[src/hw/lsu_pkg.sv]
`default_nettype none

package lsu_pkg;

  localparam int mem_words     = 1024;
  localparam int mem_addr_bits = 10;

  localparam logic [1:0] axi_okay   = 2'b00;
  localparam logic [1:0] axi_slverr = 2'b10;

  typedef enum logic [1:0] {
    size_byte = 2'd0,
    size_half = 2'd1,
    size_word = 2'd2
  } acc_size_t;

  typedef enum logic [1:0] {
    status_ok         = 2'd0,
    status_bus_err    = 2'd1,
    status_misaligned = 2'd2
  } lsu_status_t;

  typedef struct packed {
    logic        is_store;
    acc_size_t   size;
    logic        sext;
    logic [31:0] addr;
    logic [31:0] wdata;
  } lsu_req_t;

  typedef struct packed {
    logic [31:0] rdata;
    lsu_status_t status;
  } lsu_resp_t;

  typedef struct packed {
    logic [31:0] addr;
  } axi_addr_t;

  typedef struct packed {
    logic [31:0] data;
    logic [3:0]  strb;
  } axi_wdata_t;

  typedef struct packed {
    logic [31:0] data;
    logic [1:0]  resp;
  } axi_rdata_t;

  typedef struct packed {
    logic [1:0] resp;
  } axi_bresp_t;

  // One bus word, by byte lane or by halfword lane
  typedef union packed {
    logic [3:0][7:0]  bytes;
    logic [1:0][15:0] halves;
  } bus_word_u;

  // Halfwords need an even address, words a 4-aligned one
  function automatic logic is_misaligned(acc_size_t size, logic [1:0] offset);
    case (size)
      size_half: return offset[0];
      size_word: return offset != 2'b00;
      default:   return 1'b0;
    endcase
  endfunction

endpackage

`default_nettype wire

[src/hw/lsu_store_path.sv]
`timescale 1ns/1ps
`default_nettype none

module lsu_store_path import lsu_pkg::*; (
  input  logic       clock,
  input  logic       reset,
  input  logic       store_start,
  input  lsu_req_t   cur_req,
  input  logic       awready,
  input  logic       wready,
  input  logic       bvalid,
  input  axi_bresp_t bresp,
  output logic       awvalid,
  output axi_addr_t  awaddr,
  output logic       wvalid,
  output axi_wdata_t wdata,
  output logic       bready,
  output logic       store_done,
  output lsu_resp_t  store_resp
);

  typedef enum logic [1:0] {
    st_idle,
    st_send,
    st_resp,
    st_finish
  } state_t;

  state_t      state;
  logic        aw_done;
  logic        w_done;
  logic        aw_fire;
  logic        w_fire;
  logic        misaligned;
  lsu_status_t result;
  bus_word_u   lanes;
  logic [3:0]  strb;

  assign misaligned = is_misaligned(cur_req.size, cur_req.addr[1:0]);

  // Data copied to every lane and the strobe picks one
  always_comb begin
    case (cur_req.size)
      size_byte: lanes.bytes  = {4{cur_req.wdata[7:0]}};
      size_half: lanes.halves = {2{cur_req.wdata[15:0]}};
      default:   lanes        = cur_req.wdata;
    endcase
  end

  always_comb begin
    case (cur_req.size)
      size_byte: strb = 4'b0001 << cur_req.addr[1:0];
      size_half: strb = 4'b0011 << {cur_req.addr[1], 1'b0};
      default:   strb = 4'b1111;
    endcase
  end

  assign aw_fire = awvalid && awready;
  assign w_fire  = wvalid && wready;

  always_ff @(posedge clock) begin
    if (reset) begin
      state   <= st_idle;
      aw_done <= 1'b0;
      w_done  <= 1'b0;
    end else begin
      case (state)
        st_idle: begin
          if (store_start && !misaligned) begin
            state <= st_send;
          end
        end
        st_send: begin
          if (aw_fire) begin
            aw_done <= 1'b1;
          end
          if (w_fire) begin
            w_done <= 1'b1;
          end
          if ((aw_done || aw_fire) && (w_done || w_fire)) begin
            aw_done <= 1'b0;
            w_done  <= 1'b0;
            state   <= st_resp;
          end
        end
        st_resp: begin
          if (bvalid) begin
            state <= st_finish;
          end
        end
        default: state <= st_idle;
      endcase
    end
  end

  always_ff @(posedge clock) begin
    if (state == st_resp && bvalid) begin
      result <= (bresp.resp == axi_okay) ? status_ok : status_bus_err;
    end
  end

  assign awvalid = state == st_send && !aw_done;
  assign awaddr  = '{addr: cur_req.addr};
  assign wvalid  = state == st_send && !w_done;
  assign wdata   = {lanes, strb};
  assign bready  = state == st_resp;

  assign store_done = (state == st_finish) || (state == st_idle && store_start && misaligned);

  assign store_resp.rdata  = '0;
  assign store_resp.status = (state == st_finish) ? result : status_misaligned;

  w_hold: assert property (@(posedge clock) disable iff (reset)
    wvalid && !wready |=> wvalid && $stable(wdata));

endmodule

`default_nettype wire

[config.mk]
export PLATFORM = sky130hd
export DESIGN_NAME = lsu_store_path
export DESIGN_NICKNAME = d
export VERILOG_FILES = /design/src/hw/lsu_pkg.sv /design/src/hw/lsu_store_path.sv
export SDC_FILE = /design/constraint.sdc
export NUM_CORES = 1
export LEC_CHECK = 0
export ABC_AREA = 1
export BUFFER_PORTS_ARGS = -buffer_cell sky130_fd_sc_hd__buf_4
export CAP_MARGIN = 40
export CORE_AREA = 2 2 70 72
export DETAILED_ROUTE_END_ITERATION = 12
export DIE_AREA = 0 0 72 74
export PLACE_DENSITY_LB_ADDON = 0.1
export SLEW_MARGIN = 30
export SYNTH_ARGS = -nofsm -noshare
export SYNTH_HDL_FRONTEND = slang
export SYNTH_SLANG_ARGS = --single-unit
[constraint.sdc]
create_clock -name clock -period 4.8 [get_ports clock]
set_input_delay 1.44 -clock clock [delete_from_list [all_inputs] [get_ports clock]]
set_output_delay 1.44 -clock clock [all_outputs]
set_load 0.02 [all_outputs]
Word-level counts from Yosys, hierarchy flattened
Cells that the tools add are included.

Output and inout port bits: 106. Logic and storage cells: 51. Bits of input ports: 76. Register bits after elaboration: 6.

Reductions and logical operators: 24. Equal/unequal tests: 8. Shift operators: 2. Muxes and demuxes: 13.

Operator list (number): one-hot mux 32 bit (2 select lines) (1); logical AND 1 bit (9); 2-to-1 mux 2 bit (4); one-hot mux 4 bit (2 select lines) (1); equality test 2 bit, second input constant (3); logical NOT 2 bit (3); != test 2 bit, second input constant (3); one-hot mux 2 bit (3 select lines) (1); nonzero test 2 bit (3); 2-to-1 mux 1 bit (5); equality test 2 x 1 -> 1 bit, second input constant (2); AND reduction 2 bit (2); << shifter 1 x 2 -> 4 bit, first input constant (1); << shifter 2 x 2 -> 4 bit, first input constant (1); logical NOT 1 bit (3); logical OR 1 bit (3); AND reduction 3 bit (1); one-hot mux 1 bit (2 select lines) (1).

Longest topological paths before layout
Depth after elaboration: 7. Mapped depth: 10. Gate-level depth less buffers: 10.

Worst setup path before layout
No wires, ideal clock.

Path kind: in2out. From: input cur_req[66] in the netlist's numbering. To: output wdata[20] in the netlist's numbering. Arrival time: 2.524 ns. Path slack: 0.836 ns. Required time: 3.360 ns. Stages: 5. Cell sequence: inv_1 > ha_1 > nor2_1 > clkbuf_1 > o21ai_0.

RTL lines: start, declared (line lsu_store_path.sv:8) `input lsu_req_t cur_req,`; end, declared (line lsu_store_path.sv:16) `output axi_wdata_t wdata,`.

==> run metrics <==
family with the most delay on the worst path buffers and inverters; IO Pins around 180; Cells after Synth 224; Synth cell types 16; Final Critical Period 4190 ps; min-delay worst type reg -> reg; hold_sp state[0]$_SDFFE_PP0P_; metal3 WL ~440 um; syn avg cell area 5.94 um2; Clk pwr share 18.0%; NumNets Final 357; outcome finished, final reports clean; # Post-CTS Setup Buffers 0; Reg clk slew, reported paths about 40 ps; CP max-delay cell ha_1; first-pass GRT wire length 4.83 mm; reg2reg path depth 9; Area Growth Syn to Fin 25.9%; DIE HEIGHT roughly 74 um; Worst Path Arrival approximately 2800 ps; Net Sw Frac between 40% and 50%; Vias 1280; M1 WL around 1.4 mm; Critical Path Max Stage Delay 340 ps; Vias/cell approximately 3.9; highest metal used met4; placer congestion estimate approximately 0.73; Final Cycle Share 87.2%; VDD IR max roughly 0.00017 V; initial antenna violation count 0; Int Pwr about 230 uW; IO Port Bufs 87; Min Hold Slack approximately 540 ps; hold path endpoint state[0]$_SDFFE_PP0P_; cts repair resizes 0; DR WL/cell 10.1 um; Psw a little over 200 uW; sequential element share of the synthesized area approximately 8.3%; Comb power frac between 60% and 70%; CP Max Fanout 8; Final Setup Violations 0; CTS Root Cell clkbuf_8; Worst Setup End Kind primary output; drt first pass iters 4; number of synthesis warnings 0; Worst Setup Start Kind input port; clock sink total 5; commonest non-fill, non-tap cell in the layout buf_4; most used cell, CP inv_1; WP data required 3360 ps; dpl hpwl approximately 3 mm; Sum Neg Setup Slack 0 ps; Remaining DRCs 0; die width roughly 72 um; P per Cell Area around 260 nW/um2; Seq pwr share 14.6%; wirelength, routed approximately 3.3 mm; vias in the first global route 1079; GR Util All Layers 11.2%; Netlist Area Pre-Place ~1300 um2; most frequent cells in the layout buf_4 (89), nand2_1 (47), inv_1 (40), conb_1 (32), o21ai_0 (24); Num CTS Buffers 3; grt total ovfl 0; metal2 WL 1.48 mm; Seq cells post-synth 5; pin count of the biggest net entering global routing 22; worst path cell trace buf_4, inv_1, ha_1, inv_1, o22ai_1, inv_1, o21ai_0, buf_4; Initial Util between 20% and 30%; Detailed Route Iter0 Violations 31; H-tree depth 1; Fin. Hold Viols 0; final-report max-slew violation count 0; clk_skew 2.59 ps; CTS tree yes; Hold-fix buffers, CTS 0; P_leak between 1 and 1.5 nW; hold path depth 2; core area approximately 4600 um2; Worst-Skew Late Latency ~220 ps; RR Endpoint state[1]$_SDFFE_PP0P_; Routed Antenna Nets 0; n_diodes 0; fill count 520; r2r setup slk about 3400 ps; DP Cell Count ~320; Max Root-Sink Buffers 2; die footprint 5330 um2; Final Non-Filler Cells around 330; layout cells sized above 1 between 30% and 40%; Buffers & Inverters on Critical Path 5; reg2reg start state[1]$_SDFFE_PP0P_; max-cap violations 0; kind of critical path in -> out; highest clock rate ~0.24 GHz; FP Rows 25; RSZ-0062 raised after global routing false
how the worst max path moves through the flow:
stage / start / endpoint / slack, ps / cells after the start
after floorplan: cur_req[66] / wdata[20] / 840 / 5
after global placement: cur_req[66] / wdata[16] / 590 / 8
after detailed placement: cur_req[66] / wdata[16] / 550 / 8
after CTS: cur_req[66] / wdata[16] / 550 / 8
after global routing: cur_req[66] / wdata[17] / 410 / 8
final: cur_req[66] / wdata[17] / 610 / 8
per-layer routing:
layer	up-vias	track usage, %
li1	667	-
met1	520	14.0
met4	0	2.31
met2	89	18.2
met3	4	4.74
met5	-	0
power by group through the flow:
stage	Sequential (mW)	Clock, mW	Combinational, mW
after global placement	0.0642	0	0.293
after detailed placement	0.0636	0	0.292
after global routing	0.0654	0.0830	0.321
final	0.0627	0.0773	0.290
after floorplan	0.0609	0	0.244
after CTS	0.0630	0.0794	0.294
final cells by class:
class	count	area, um2	area share, %
clock buffer	4	45.0	2.69
inverter	40	150	8.96
multi-input combinational	135	636	37.9
sequential	5	110	6.57
tap	54	67.6	4.03
timing repair buffer	89	668	39.9
Yosys cell counts (all sizes together):
| cell type | n | area (um2) |
|---|---|---|
| a21oi | 5 | 32.5 |
| nand3 | 1 | 5.00 |
| conb | 1 | 3.75 |
| nand2 | 50 | 195 |
| dfxtp | 4 | 80.1 |
| inv | 40 | 150 |
| or2 | 1 | 6.26 |
| ha | 7 | 87.6 |
| o21ai | 24 | 120 |
| buf | 72 | 541 |
| clkbuf | 3 | 11.3 |
| nor2 | 10 | 37.5 |
| edfxtp | 1 | 30.0 |
| o22ai | 5 | 31.3 |
through the flow:
stage               total power, mW  instance area, um2  utilization (%)  setup slack (ps)
floorplan                     0.305                1450                -               836
global placement              0.357                1630             35.5               591
detailed placement            0.356                1630             35.5               547
CTS                           0.436                1680             36.5               553
global route                  0.469                1680             36.5               408
finish                        0.430                1680             36.5               613
logic make-up (layout without fill, tap and decap cells):
logic type / after synthesis / in the layout / share of synthesized area (%)
adders and majority gates: 7 / 7 / 6.58
buffers and inverters: 115 / 133 / 52.7
and+or+nand+nor: 62 / 62 / 18.3
AOI/OAI and AO/OA: 34 / 34 / 13.8
other: 1 / 32 / 0.282
DFF: 5 / 5 / 8.27
state kept, by name (all words and copies together), names as in the netlist:
register	count
aw_done	1
state	2
result	1
w_done	1
worst register-to-register path: stages (launching register included):
cell and delay [ps]:
dfxtp_1 330, inv_1 90, ha_1 300, nand2_1 100, nand2_2 100, nand2_2 70, a21oi_2 150, nand3_1 90
nand2_1 60, nor2_1 30
No activity file was read; power rests on OpenSTA's default activity.
