`src/hw/lsu_pkg.sv`:
```
`default_nettype none

package lsu_pkg;

  localparam int mem_words     = 1024;
  localparam int mem_addr_bits = 10;

  localparam logic [1:0] axi_okay   = 2'b00;
  localparam logic [1:0] axi_slverr = 2'b10;

  typedef enum logic [1:0] {
    size_byte = 2'd0,
    size_half = 2'd1,
    size_word = 2'd2
  } acc_size_t;

  typedef enum logic [1:0] {
    status_ok         = 2'd0,
    status_bus_err    = 2'd1,
    status_misaligned = 2'd2
  } lsu_status_t;

  typedef struct packed {
    logic        is_store;
    acc_size_t   size;
    logic        sext;
    logic [31:0] addr;
    logic [31:0] wdata;
  } lsu_req_t;

  typedef struct packed {
    logic [31:0] rdata;
    lsu_status_t status;
  } lsu_resp_t;

  typedef struct packed {
    logic [31:0] addr;
  } axi_addr_t;

  typedef struct packed {
    logic [31:0] data;
    logic [3:0]  strb;
  } axi_wdata_t;

  typedef struct packed {
    logic [31:0] data;
    logic [1:0]  resp;
  } axi_rdata_t;

  typedef struct packed {
    logic [1:0] resp;
  } axi_bresp_t;

  // One bus word, by byte lane or by halfword lane
  typedef union packed {
    logic [3:0][7:0]  bytes;
    logic [1:0][15:0] halves;
  } bus_word_u;

  // Halfwords need an even address, words a 4-aligned one
  function automatic logic is_misaligned(acc_size_t size, logic [1:0] offset);
    case (size)
      size_half: return offset[0];
      size_word: return offset != 2'b00;
      default:   return 1'b0;
    endcase
  endfunction

endpackage

`default_nettype wire

```
`src/hw/lsu_load_path.sv`:
```
`timescale 1ns/1ps
`default_nettype none

module lsu_load_path import lsu_pkg::*; (
  input  logic       clock,
  input  logic       reset,
  input  logic       load_start,
  input  lsu_req_t   cur_req,
  input  logic       arready,
  input  logic       rvalid,
  input  axi_rdata_t rdata,
  output logic       arvalid,
  output axi_addr_t  araddr,
  output logic       rready,
  output logic       load_done,
  output lsu_resp_t  load_resp
);

  typedef enum logic [1:0] {
    st_idle,
    st_addr,
    st_data,
    st_finish
  } state_t;

  state_t      state;
  lsu_resp_t   result;
  logic        misaligned;
  bus_word_u   word;
  logic [7:0]  lane_byte;
  logic [15:0] lane_half;
  logic [31:0] extended;

  assign misaligned = is_misaligned(cur_req.size, cur_req.addr[1:0]);

  assign word      = rdata.data;
  assign lane_byte = word.bytes[cur_req.addr[1:0]];
  assign lane_half = word.halves[cur_req.addr[1]];

  always_comb begin
    case (cur_req.size)
      size_byte: extended = {{24{cur_req.sext & lane_byte[7]}}, lane_byte};
      size_half: extended = {{16{cur_req.sext & lane_half[15]}}, lane_half};
      default:   extended = rdata.data;
    endcase
  end

  always_ff @(posedge clock) begin
    if (reset) begin
      state <= st_idle;
    end else begin
      case (state)
        st_idle: begin
          if (load_start && !misaligned) begin
            state <= st_addr;
          end
        end
        st_addr: begin
          if (arready) begin
            state <= st_data;
          end
        end
        st_data: begin
          if (rvalid) begin
            state <= st_finish;
          end
        end
        default: state <= st_idle;
      endcase
    end
  end

  always_ff @(posedge clock) begin
    if (state == st_data && rvalid) begin
      if (rdata.resp == axi_okay) begin
        result.rdata  <= extended;
        result.status <= status_ok;
      end else begin
        result.rdata  <= '0;
        result.status <= status_bus_err;
      end
    end
  end

  assign arvalid = state == st_addr;
  assign araddr  = '{addr: cur_req.addr};
  assign rready  = state == st_data;

  // Misaligned loads finish in the start cycle
  assign load_done = (state == st_finish) || (state == st_idle && load_start && misaligned);

  always_comb begin
    if (state == st_finish) begin
      load_resp = result;
    end else begin
      load_resp.rdata  = '0;
      load_resp.status = status_misaligned;
    end
  end

  ar_hold: assert property (@(posedge clock) disable iff (reset)
    arvalid && !arready |=> arvalid && $stable(araddr));

endmodule

`default_nettype wire

```
`config.mk`:
```
export PLATFORM = sky130hd
export DESIGN_NAME = lsu_load_path
export DESIGN_NICKNAME = d
export VERILOG_FILES = /design/src/hw/lsu_pkg.sv /design/src/hw/lsu_load_path.sv
export SDC_FILE = /design/constraint.sdc
export NUM_CORES = 1
export LEC_CHECK = 0
export BUFFER_PORTS_ARGS = -buffer_cell sky130_fd_sc_hd__buf_2
export CAP_MARGIN = 20
export CORE_MARGIN = 2
export CORE_UTILIZATION = 46
export CTS_BUF_LIST = sky130_fd_sc_hd__clkbuf_2 sky130_fd_sc_hd__clkbuf_4 sky130_fd_sc_hd__clkbuf_8
export CTS_CLUSTER_DIAMETER = 200
export DETAILED_ROUTE_END_ITERATION = 8
export MAX_ROUTING_LAYER = met4
export PLACE_DENSITY = 0.89
export SLEW_MARGIN = 40
export SYNTH_ARGS = -nofsm -noshare
export SYNTH_HDL_FRONTEND = slang
export SYNTH_SLANG_ARGS = --single-unit
```
`constraint.sdc`:
```
create_clock -name clock -period 3 [get_ports clock]
set_input_delay 0.3 -clock clock [delete_from_list [all_inputs] [get_ports clock]]
set_output_delay 0.3 -clock clock [all_outputs]
set_load 0.01 [all_outputs]
```
# == Word level (Yosys, flattened, before mapping) ==
# Index checks and enable logic that the tools add are counted.
# word_totals
regBits,36
latch_bits,0
ram_bits,0
romBits,0
input_bits,107
mem_count,0
# op_classes
addsub,0
multipliers,0
div_mod_pow,0
magnitude_cmp,2
eq_ne,8
shifts,0
mux,12
bitwise,2
reduce_logical,11
# op_table
operator,n
32-bit case mux with 2 select lines,1
34-bit 2-to-1 mux,1
16-bit 2-to-1 mux,2
8-bit binary-select mux with 2-bit select,1
8-bit 2-to-1 mux,1
2-bit == test (second input constant),3
2-bit zero test,3
2-bit 2-to-1 mux,3
2-bit != test (second input constant),3
2-bit case mux with 3 select lines,1
2-bit by 1-bit == test with 1-bit output (second input constant),2
1-bit logical AND,4
2-bit by 3-bit less-than comparator with 1-bit output (second input constant),1
3-bit AND reduction,1
1-bit AND,2
1-bit by 2-bit less-than comparator with 1-bit output (second input constant),1
1-bit case mux with 2 select lines,1
2-bit nonzero test,1
1-bit zero test,1
1-bit logical OR,1
1-bit 2-to-1 mux,1

# == Longest topological paths before layout ==
# Gate-level depths: netlist of the first run.
# logic_depth
ltp_word,6
mapped_depth,8
depth_no_buf,6

# == Least setup slack after synthesis of the first run ==
# Ideal clock, no wire load.
# synth_path
kind,register -> register
from,reg state[0]
to,"reg result[0] in the netlist's numbering, enable pin"
setup_ps,393
arrival_ps,1480
required_ps,2607
slack_ps,1127
path_stages_with_launch,4
path_buffers,0
path_cell_list,dfxtp_1 inv_1 ha_1 and2_1
# synth_via
elab_chain_cells,2
# synth_rtl
item,line_no,source
from (decl),lsu_load_path.sv:26,state_t state;
from (signal assigned),lsu_load_path.sv:50,state <= st_idle;
from (signal assigned),lsu_load_path.sv:55,state <= st_addr;
from (signal assigned),lsu_load_path.sv:60,state <= st_data;
2-bit == test,--,
net rready,lsu_load_path.sv:14,"output logic rready,"
1-bit logical AND,lsu_load_path.sv:74,if (state == st_data && rvalid) begin
to (decl),lsu_load_path.sv:27,lsu_resp_t result;
# The timed path passes the listed nets, and every way through them passes these cells.
# A chain may end at the register's enable or synchronous reset.

# == Worst setup path in the final report of the first run ==
# layout_path
from,in cur_req[66] in the netlist's numbering
to,out load_done
# layout_via
elab_chain_cells,4
# layout_rtl
item,line_no,source
from (decl),lsu_load_path.sv:8,"input lsu_req_t cur_req,"
2-bit == test or 2-bit by 1-bit == test with 1-bit output (tied branches),lsu_pkg.sv:62,case (size)
1-bit case mux with 2 select lines *,lsu_pkg.sv:62,
1-bit logical AND *,lsu_load_path.sv:90,assign load_done = (state == st_finish) || (state == st_idle && load_start && misaligned);
1-bit logical OR *,lsu_load_path.sv:90,
to (decl),lsu_load_path.sv:15,"output logic load_done,"
# Every way passes the cells marked *; elsewhere a longest branch is shown, timed or not.

==> results of run 1 <==
worst max-delay path, delay by kind of cell:
| family | cells | cell delay, ns |
|---|---|---|
| adders and majority gates | 1 | 0.52 |
| AOI/OAI and AO/OA | 2 | 0.47 |
| buffers and inverters | 3 | 0.30 |
| and+or+nand+nor | 1 | 0.10 |
sequential cells by signal, summed over array words and instances (netlist names):
signal	cells
result	33
state	2
cell families after synthesis:
logic type	synth area share [%]
and+or+nand+nor	18.9
muxes	5.76
AOI/OAI and AO/OA	15.6
DFF	42.0
buffers and inverters	14.2
adders and majority gates	3.57
synth_stat cells (all sizes together):
cell,n
and2,37
and2b,2
o22a,1
a31oi,1
o21ai,18
a21oi,31
dfxtp,2
edfxtp,33
or2,1
o22ai,2
o221ai,6
o31a,1
nand2,32
nor2,3
inv,8
nor2b,8
nand2b,4
mux2i,4
clkbuf,9
a22oi,2
nand3,1
mux2,9
a21boi,1
buf,38
a31o,1
ha,7
power by group through the flow:
stage / Clock [mW] / Combinational, mW / Sequential (mW)
3_3_place_gp: 0 / 0.376 / 0.645
4_1_cts: 0.327 / 0.388 / 0.638
2_1_floorplan: 0 / 0.301 / 0.641
6_report: 0.323 / 0.386 / 0.637
5_1_grt: 0.342 / 0.430 / 0.645
3_5_place_dp: 0 / 0.386 / 0.648
cell type report:
class,instances,area share [%]
inverters,8,1.09
clock inverters,2,0.274
repair buffers,85,15.8
multi-input cells,172,39.3
flip-flops and latches,35,37.6
clock buffers,6,2.78
well taps,70,3.19
layer usage:
metal | vias to the layer above | wire, um | track usage [%]
li1 | 960 | - | -
met1 | 917 | 2200 | 23.1
met2 | 107 | 2620 | 30.4
met3 | 18 | 532 | 4.24
met4 | 0 | 133 | 7.86
met5 | - | 0 | -
how the worst max path moves through the flow:
stage | slack (ns) | depth (start not counted) | to | from
2_1_floorplan | 1.13 | 3 | result[0] | state[0]
3_3_place_gp | 0.93 | 7 | result[5] | cur_req[66]
3_5_place_dp | 0.86 | 7 | result[3] | cur_req[66]
4_1_cts | 0.82 | 3 | load_resp[9] | state[0]
5_1_grt | 0.86 | 7 | load_done | cur_req[66]
6_report | 1.03 | 7 | load_done | cur_req[66]
==> run metrics, run 1 <==
status completed; Tmin final 1.97 ns; clk sinks 35; worst skew pair latency 0.28 ns; post-synthesis cell count 262; Place WS 0.859 ns; CP Class in2out; fin util 53.4%; ratio of cells with drive above 1 in the final layout 34.1%; Num CTS Buffers 5; GPL Wtd Cong 0.924; post-synthesis register bit count 35; worst hold path type in2reg; RR Endpoint result[5]; starting density of the core 47.8%; WHS 0.321 ns; post-synth top area share 40.3%; critical path's most frequent cell buf_2; chip width 77.1 um; Clock Root Buffer clkbuf_8; Vias/cell 5.30; Tcrit/Tclk final 65.8%; Synth cell types 32; H-tree Lvls 2; clock skew 0.00159 ns; hold depth 3; Resized cells post-CTS 0; initial DRC count 149; Clk pwr share 24.0%; Leak 1.19 nW; DR WL/cell 14.5 um; commonest non-fill, non-tap cell in the layout buf_2; RSZ-0062 raised after global routing false; Ports 176; floorplan core area 5140 um2; cell taking the most area after synthesis edfxtp_1; Final #Nets 421; GR Util All Layers 18.9%; Reg power frac 47.4%; syn_nets 376; Critical Path, Cell by Cell buf_2, inv_1, ha_1, nand2_1, a21boi_0, a31o_2, buf_2; Final Slew Violations 0; WP data arrival 1.67 ns; Slew headroom 55.6%; Comb power frac 28.7%; total setup buffers inserted after CTS 0; Die ar. 5940 um2; antenna cells 0; worst-margin pin slew 0.665 ns; CP max-delay cell ha_1; RR Startpoint state[0]; First-pass DRT Iterations 4; Synth area leaders edfxtp_1, buf_4, and2_1, a21oi_1, nand2_1; clk buf depth 2; # fillers 492; switch share 30.0%; initial antenna violation count 0; via count 2002; Min-Delay Endpoint state[1]; Int Power 943 uW; net switching power 403 uW; hpwl dp 4070 um; Placed Area 2660 um2; row cnt 26; TNS Setup 0 ns; FMAX 0.507 GHz; final wirelength 5490 um; register area share after synthesis 42.0%; Worst R2R Setup Slack 1.49 ns; area delta synth->final 11.7%; Critical Path Max Stage Delay 0.52 ns; Post-Layout Cell Count 378; area of the multi-input gates 1080 um2; Setup Viol. Count Final 0; Hold Crit Start reset; number of global-route vias before repair 1816; DRC viols 0; hold buffer count at CTS 0; Port Buffers 82; Max IR drop VDD 0.000285 V; largest net degree at the start of global routing 37; Final Hold Viols 0; commonest cells after routing, fill and taps aside buf_2, and2_1, edfxtp_1; Reg clk slew, reported paths 0.06 ns; Max Cap Viol 0; CTS tree yes; crit path launch type primary input; post-route cell area 2740 um2; Vert. Die Dim 77.1 um; DP Cell Count 370; Yosys warning count 0; Reg area 1030 um2; CP required 2.70 ns; Crit Path Max Fanout 18; global-route wire length before repair 8540 um; PwrDens 491 nW/um2; post-route setup slack 1.03 ns; Worst setup EP type output pin; Final ANT Viol Nets 0; post-layout total power 1.35 mW; synthesized area 2460 um2; Reg2Reg Depth 4; GRT overflow 0; Syn Area/Cell 9.37 um2
(Power assumes the default switching activity.)
==> run 2: changes to the inputs <==
CORE_UTILIZATION = 38   (was 46)
PLACE_DENSITY = 0.78   (was 0.89)
clock period = 1.8 ns   (was 3 ns; I/O delays follow)
==> run metrics, run 2 (synthesis gave the netlist of run 1 again) <==
chip width 84.4 um (+9.5%); Final #Nets 427 (+1.4%); area delta synth->final 15.7%; RSZ-0062 raised after global routing false; largest net degree at the start of global routing 35 (-5.4%); DP Cell Count 383 (+3.5%); clk sinks 35 (unchanged); starting density of the core 38.9% (-8.9 points); CP required 1.62 ns (-1.08 ns); hold buffer count at CTS 0 (unchanged); Vert. Die Dim 84.4 um (+9.5%); GR Util All Layers 16.9% (-2.0 points); Post-Layout Cell Count 391 (+3.4%); Reg power frac 43.3% (-4.1 points); Reg clk slew, reported paths 0.07 ns (about the same); Die ar. 7120 um2 (+20%); Place WS -0.0192 ns (-0.878 ns); worst hold path type in2reg; GPL Wtd Cong 0.884 (-4.4%); Setup Viol. Count Final 0 (unchanged); switch share 29.3% (-0.62 points); DRC viols 0 (unchanged); Port Buffers 82 (unchanged); Tcrit/Tclk final 90.3%; clock skew 0.00576 ns (+0.00416 ns); PwrDens 861 nW/um2 (+75%); net switching power 718 uW (+78%); antenna cells 0 (unchanged); Int Power 1.73 mW (+83%); max reg flops 33 (unchanged); initial antenna violation count 0 (unchanged); Max Cap Viol 0 (unchanged); Max IR drop VDD 0.000701 V (+150%); critical path's most frequent cell buf_2; Vias/cell 5.08 (-4.1%); Num CTS Buffers 5 (unchanged); Ports 176 (unchanged); commonest non-fill, non-tap cell in the layout buf_2; global-route wire length before repair 9160 um (+7.2%); Critical Path, Cell by Cell buf_2, inv_1, ha_1, buf_4, nand2_1, a21boi_0, a31o_2, buf_2; CTS tree yes; First-pass DRT Iterations 4 (unchanged); Crit Path Max Fanout 12 (-6); worst skew pair latency 0.29 ns (about the same); FMAX 0.615 GHz; GRT overflow 0 (unchanged); row cnt 29 (+12%); Critical Path Max Stage Delay 0.26 ns (-0.26 ns); worst-margin pin slew 0.649 ns (-0.0166 ns); number of global-route vias before repair 1940 (+6.8%); Tmin final 1.63 ns; WP data arrival 1.45 ns (-0.22 ns); total setup buffers inserted after CTS 0 (unchanged); Final Hold Viols 0 (unchanged); CP max-delay cell ha_1; Top reg by flops result; Clk pwr share 29.0% (+5.0 points); Leak 1.24 nW (+4.3%); ratio of cells with drive above 1 in the final layout 36.0% (+1.9 points); hpwl dp 4290 um (+5.3%); final wirelength 5690 um (+3.7%); crit path launch type primary input; via count 1986 (-0.80%); Clock Root Buffer clkbuf_8; initial DRC count 149 (unchanged); Final ANT Viol Nets 0 (unchanged); H-tree Lvls 2 (unchanged); post-route setup slack 0.174 ns (-0.852 ns); status completed; Slew headroom 56.7% (+1.1 points); commonest cells after routing, fill and taps aside buf_2, and2_1, edfxtp_1; Final Slew Violations 0 (unchanged); CP Class in2out; clk buf depth 2 (unchanged); DR WL/cell 14.6 um (+0.27%); Comb power frac 27.6% (-1.1 points); Top Registers result (33), state (2); floorplan core area 6310 um2 (+23%); Worst setup EP type output pin
## run 2: cell count changes in the layout (fill, tap and decap cells not counted), sizes merged
cell    previous run  this run
clkbuf             6         5
buf               85        91
bufinv             0         1
## run 2: layout make-up
cell class,count,area [um2]
repair buffers,91,494
flip-flops and latches,35,1030
clock inverters,3,43.8
fillers,644,3470
well taps,77,96.3
multi-input cells,172,1080
inverters,8,30.0
clock buffers,5,68.8
## run 2: worst paths after layout
path / from / slack, ns / endpoint / depth (start not counted)
worst max register to register: state[0] / 0.43 / state[1] / 6
worst max-delay path: cur_req[66] / 0.17 / load_done / 8
worst min-delay path: reset / 0.18 / state[0] / 4
worst min register to register: state[0] / 0.52 / state[0] / 2
## run 2: power by group through the flow
stage / registers [mW] / clock network, mW / logic (mW)
2_1_floorplan: 1.07 / 0 / 0.502
3_3_place_gp: 1.08 / 0 / 0.659
3_5_place_dp: 1.08 / 0 / 0.677
4_1_cts: 1.06 / 0.721 / 0.681
5_1_grt: 1.07 / 0.764 / 0.754
6_report: 1.06 / 0.710 / 0.676
## run 2: metrics by stage
stage | power (mW) | TNS [ns] | utilization (%) | hold WS [ns] | area, um2
finish | 2.45 | 0 | 45.0 | 0.183 | 2840
global route | 2.59 | 0 | 45.0 | 0.215 | 2840
CTS | 2.46 | 0 | 44.9 | 0.180 | 2840
detailed placement | 1.76 | -0.0240 | 43.2 | 0.360 | 2730
global placement | 1.73 | 0 | 43.2 | 0.360 | 2730
floorplan | 1.57 | 0 | - | 0.360 | 2460
## run 2: timing repair
action,in CTS,in global routing
gates resized for setup,0,1
endpoints found under the setup margin,0,4
hold endpoints to repair,0,0
## run 2: critical path, delay by kind of cell
kind | cells | cell delay [ns]
AND/OR/NAND/NOR | 1 | 0.06
adder cells (fa/ha/maj) | 1 | 0.26
AO/OA/AOI/OAI | 2 | 0.42
buffers and inverters | 4 | 0.52
## run 2: metal layers
| metal | part of all wire, % | global-route usage (%) | wire [um] |
|---|---|---|---|
| met2 | 49 | 28.1 | 2770 |
| met3 | 8.3 | 3.64 | 470 |
| met1 | 41 | 20.0 | 2360 |
| met4 | 1.5 | 6.35 | 87 |
| met5 | 0 | - | 0 |
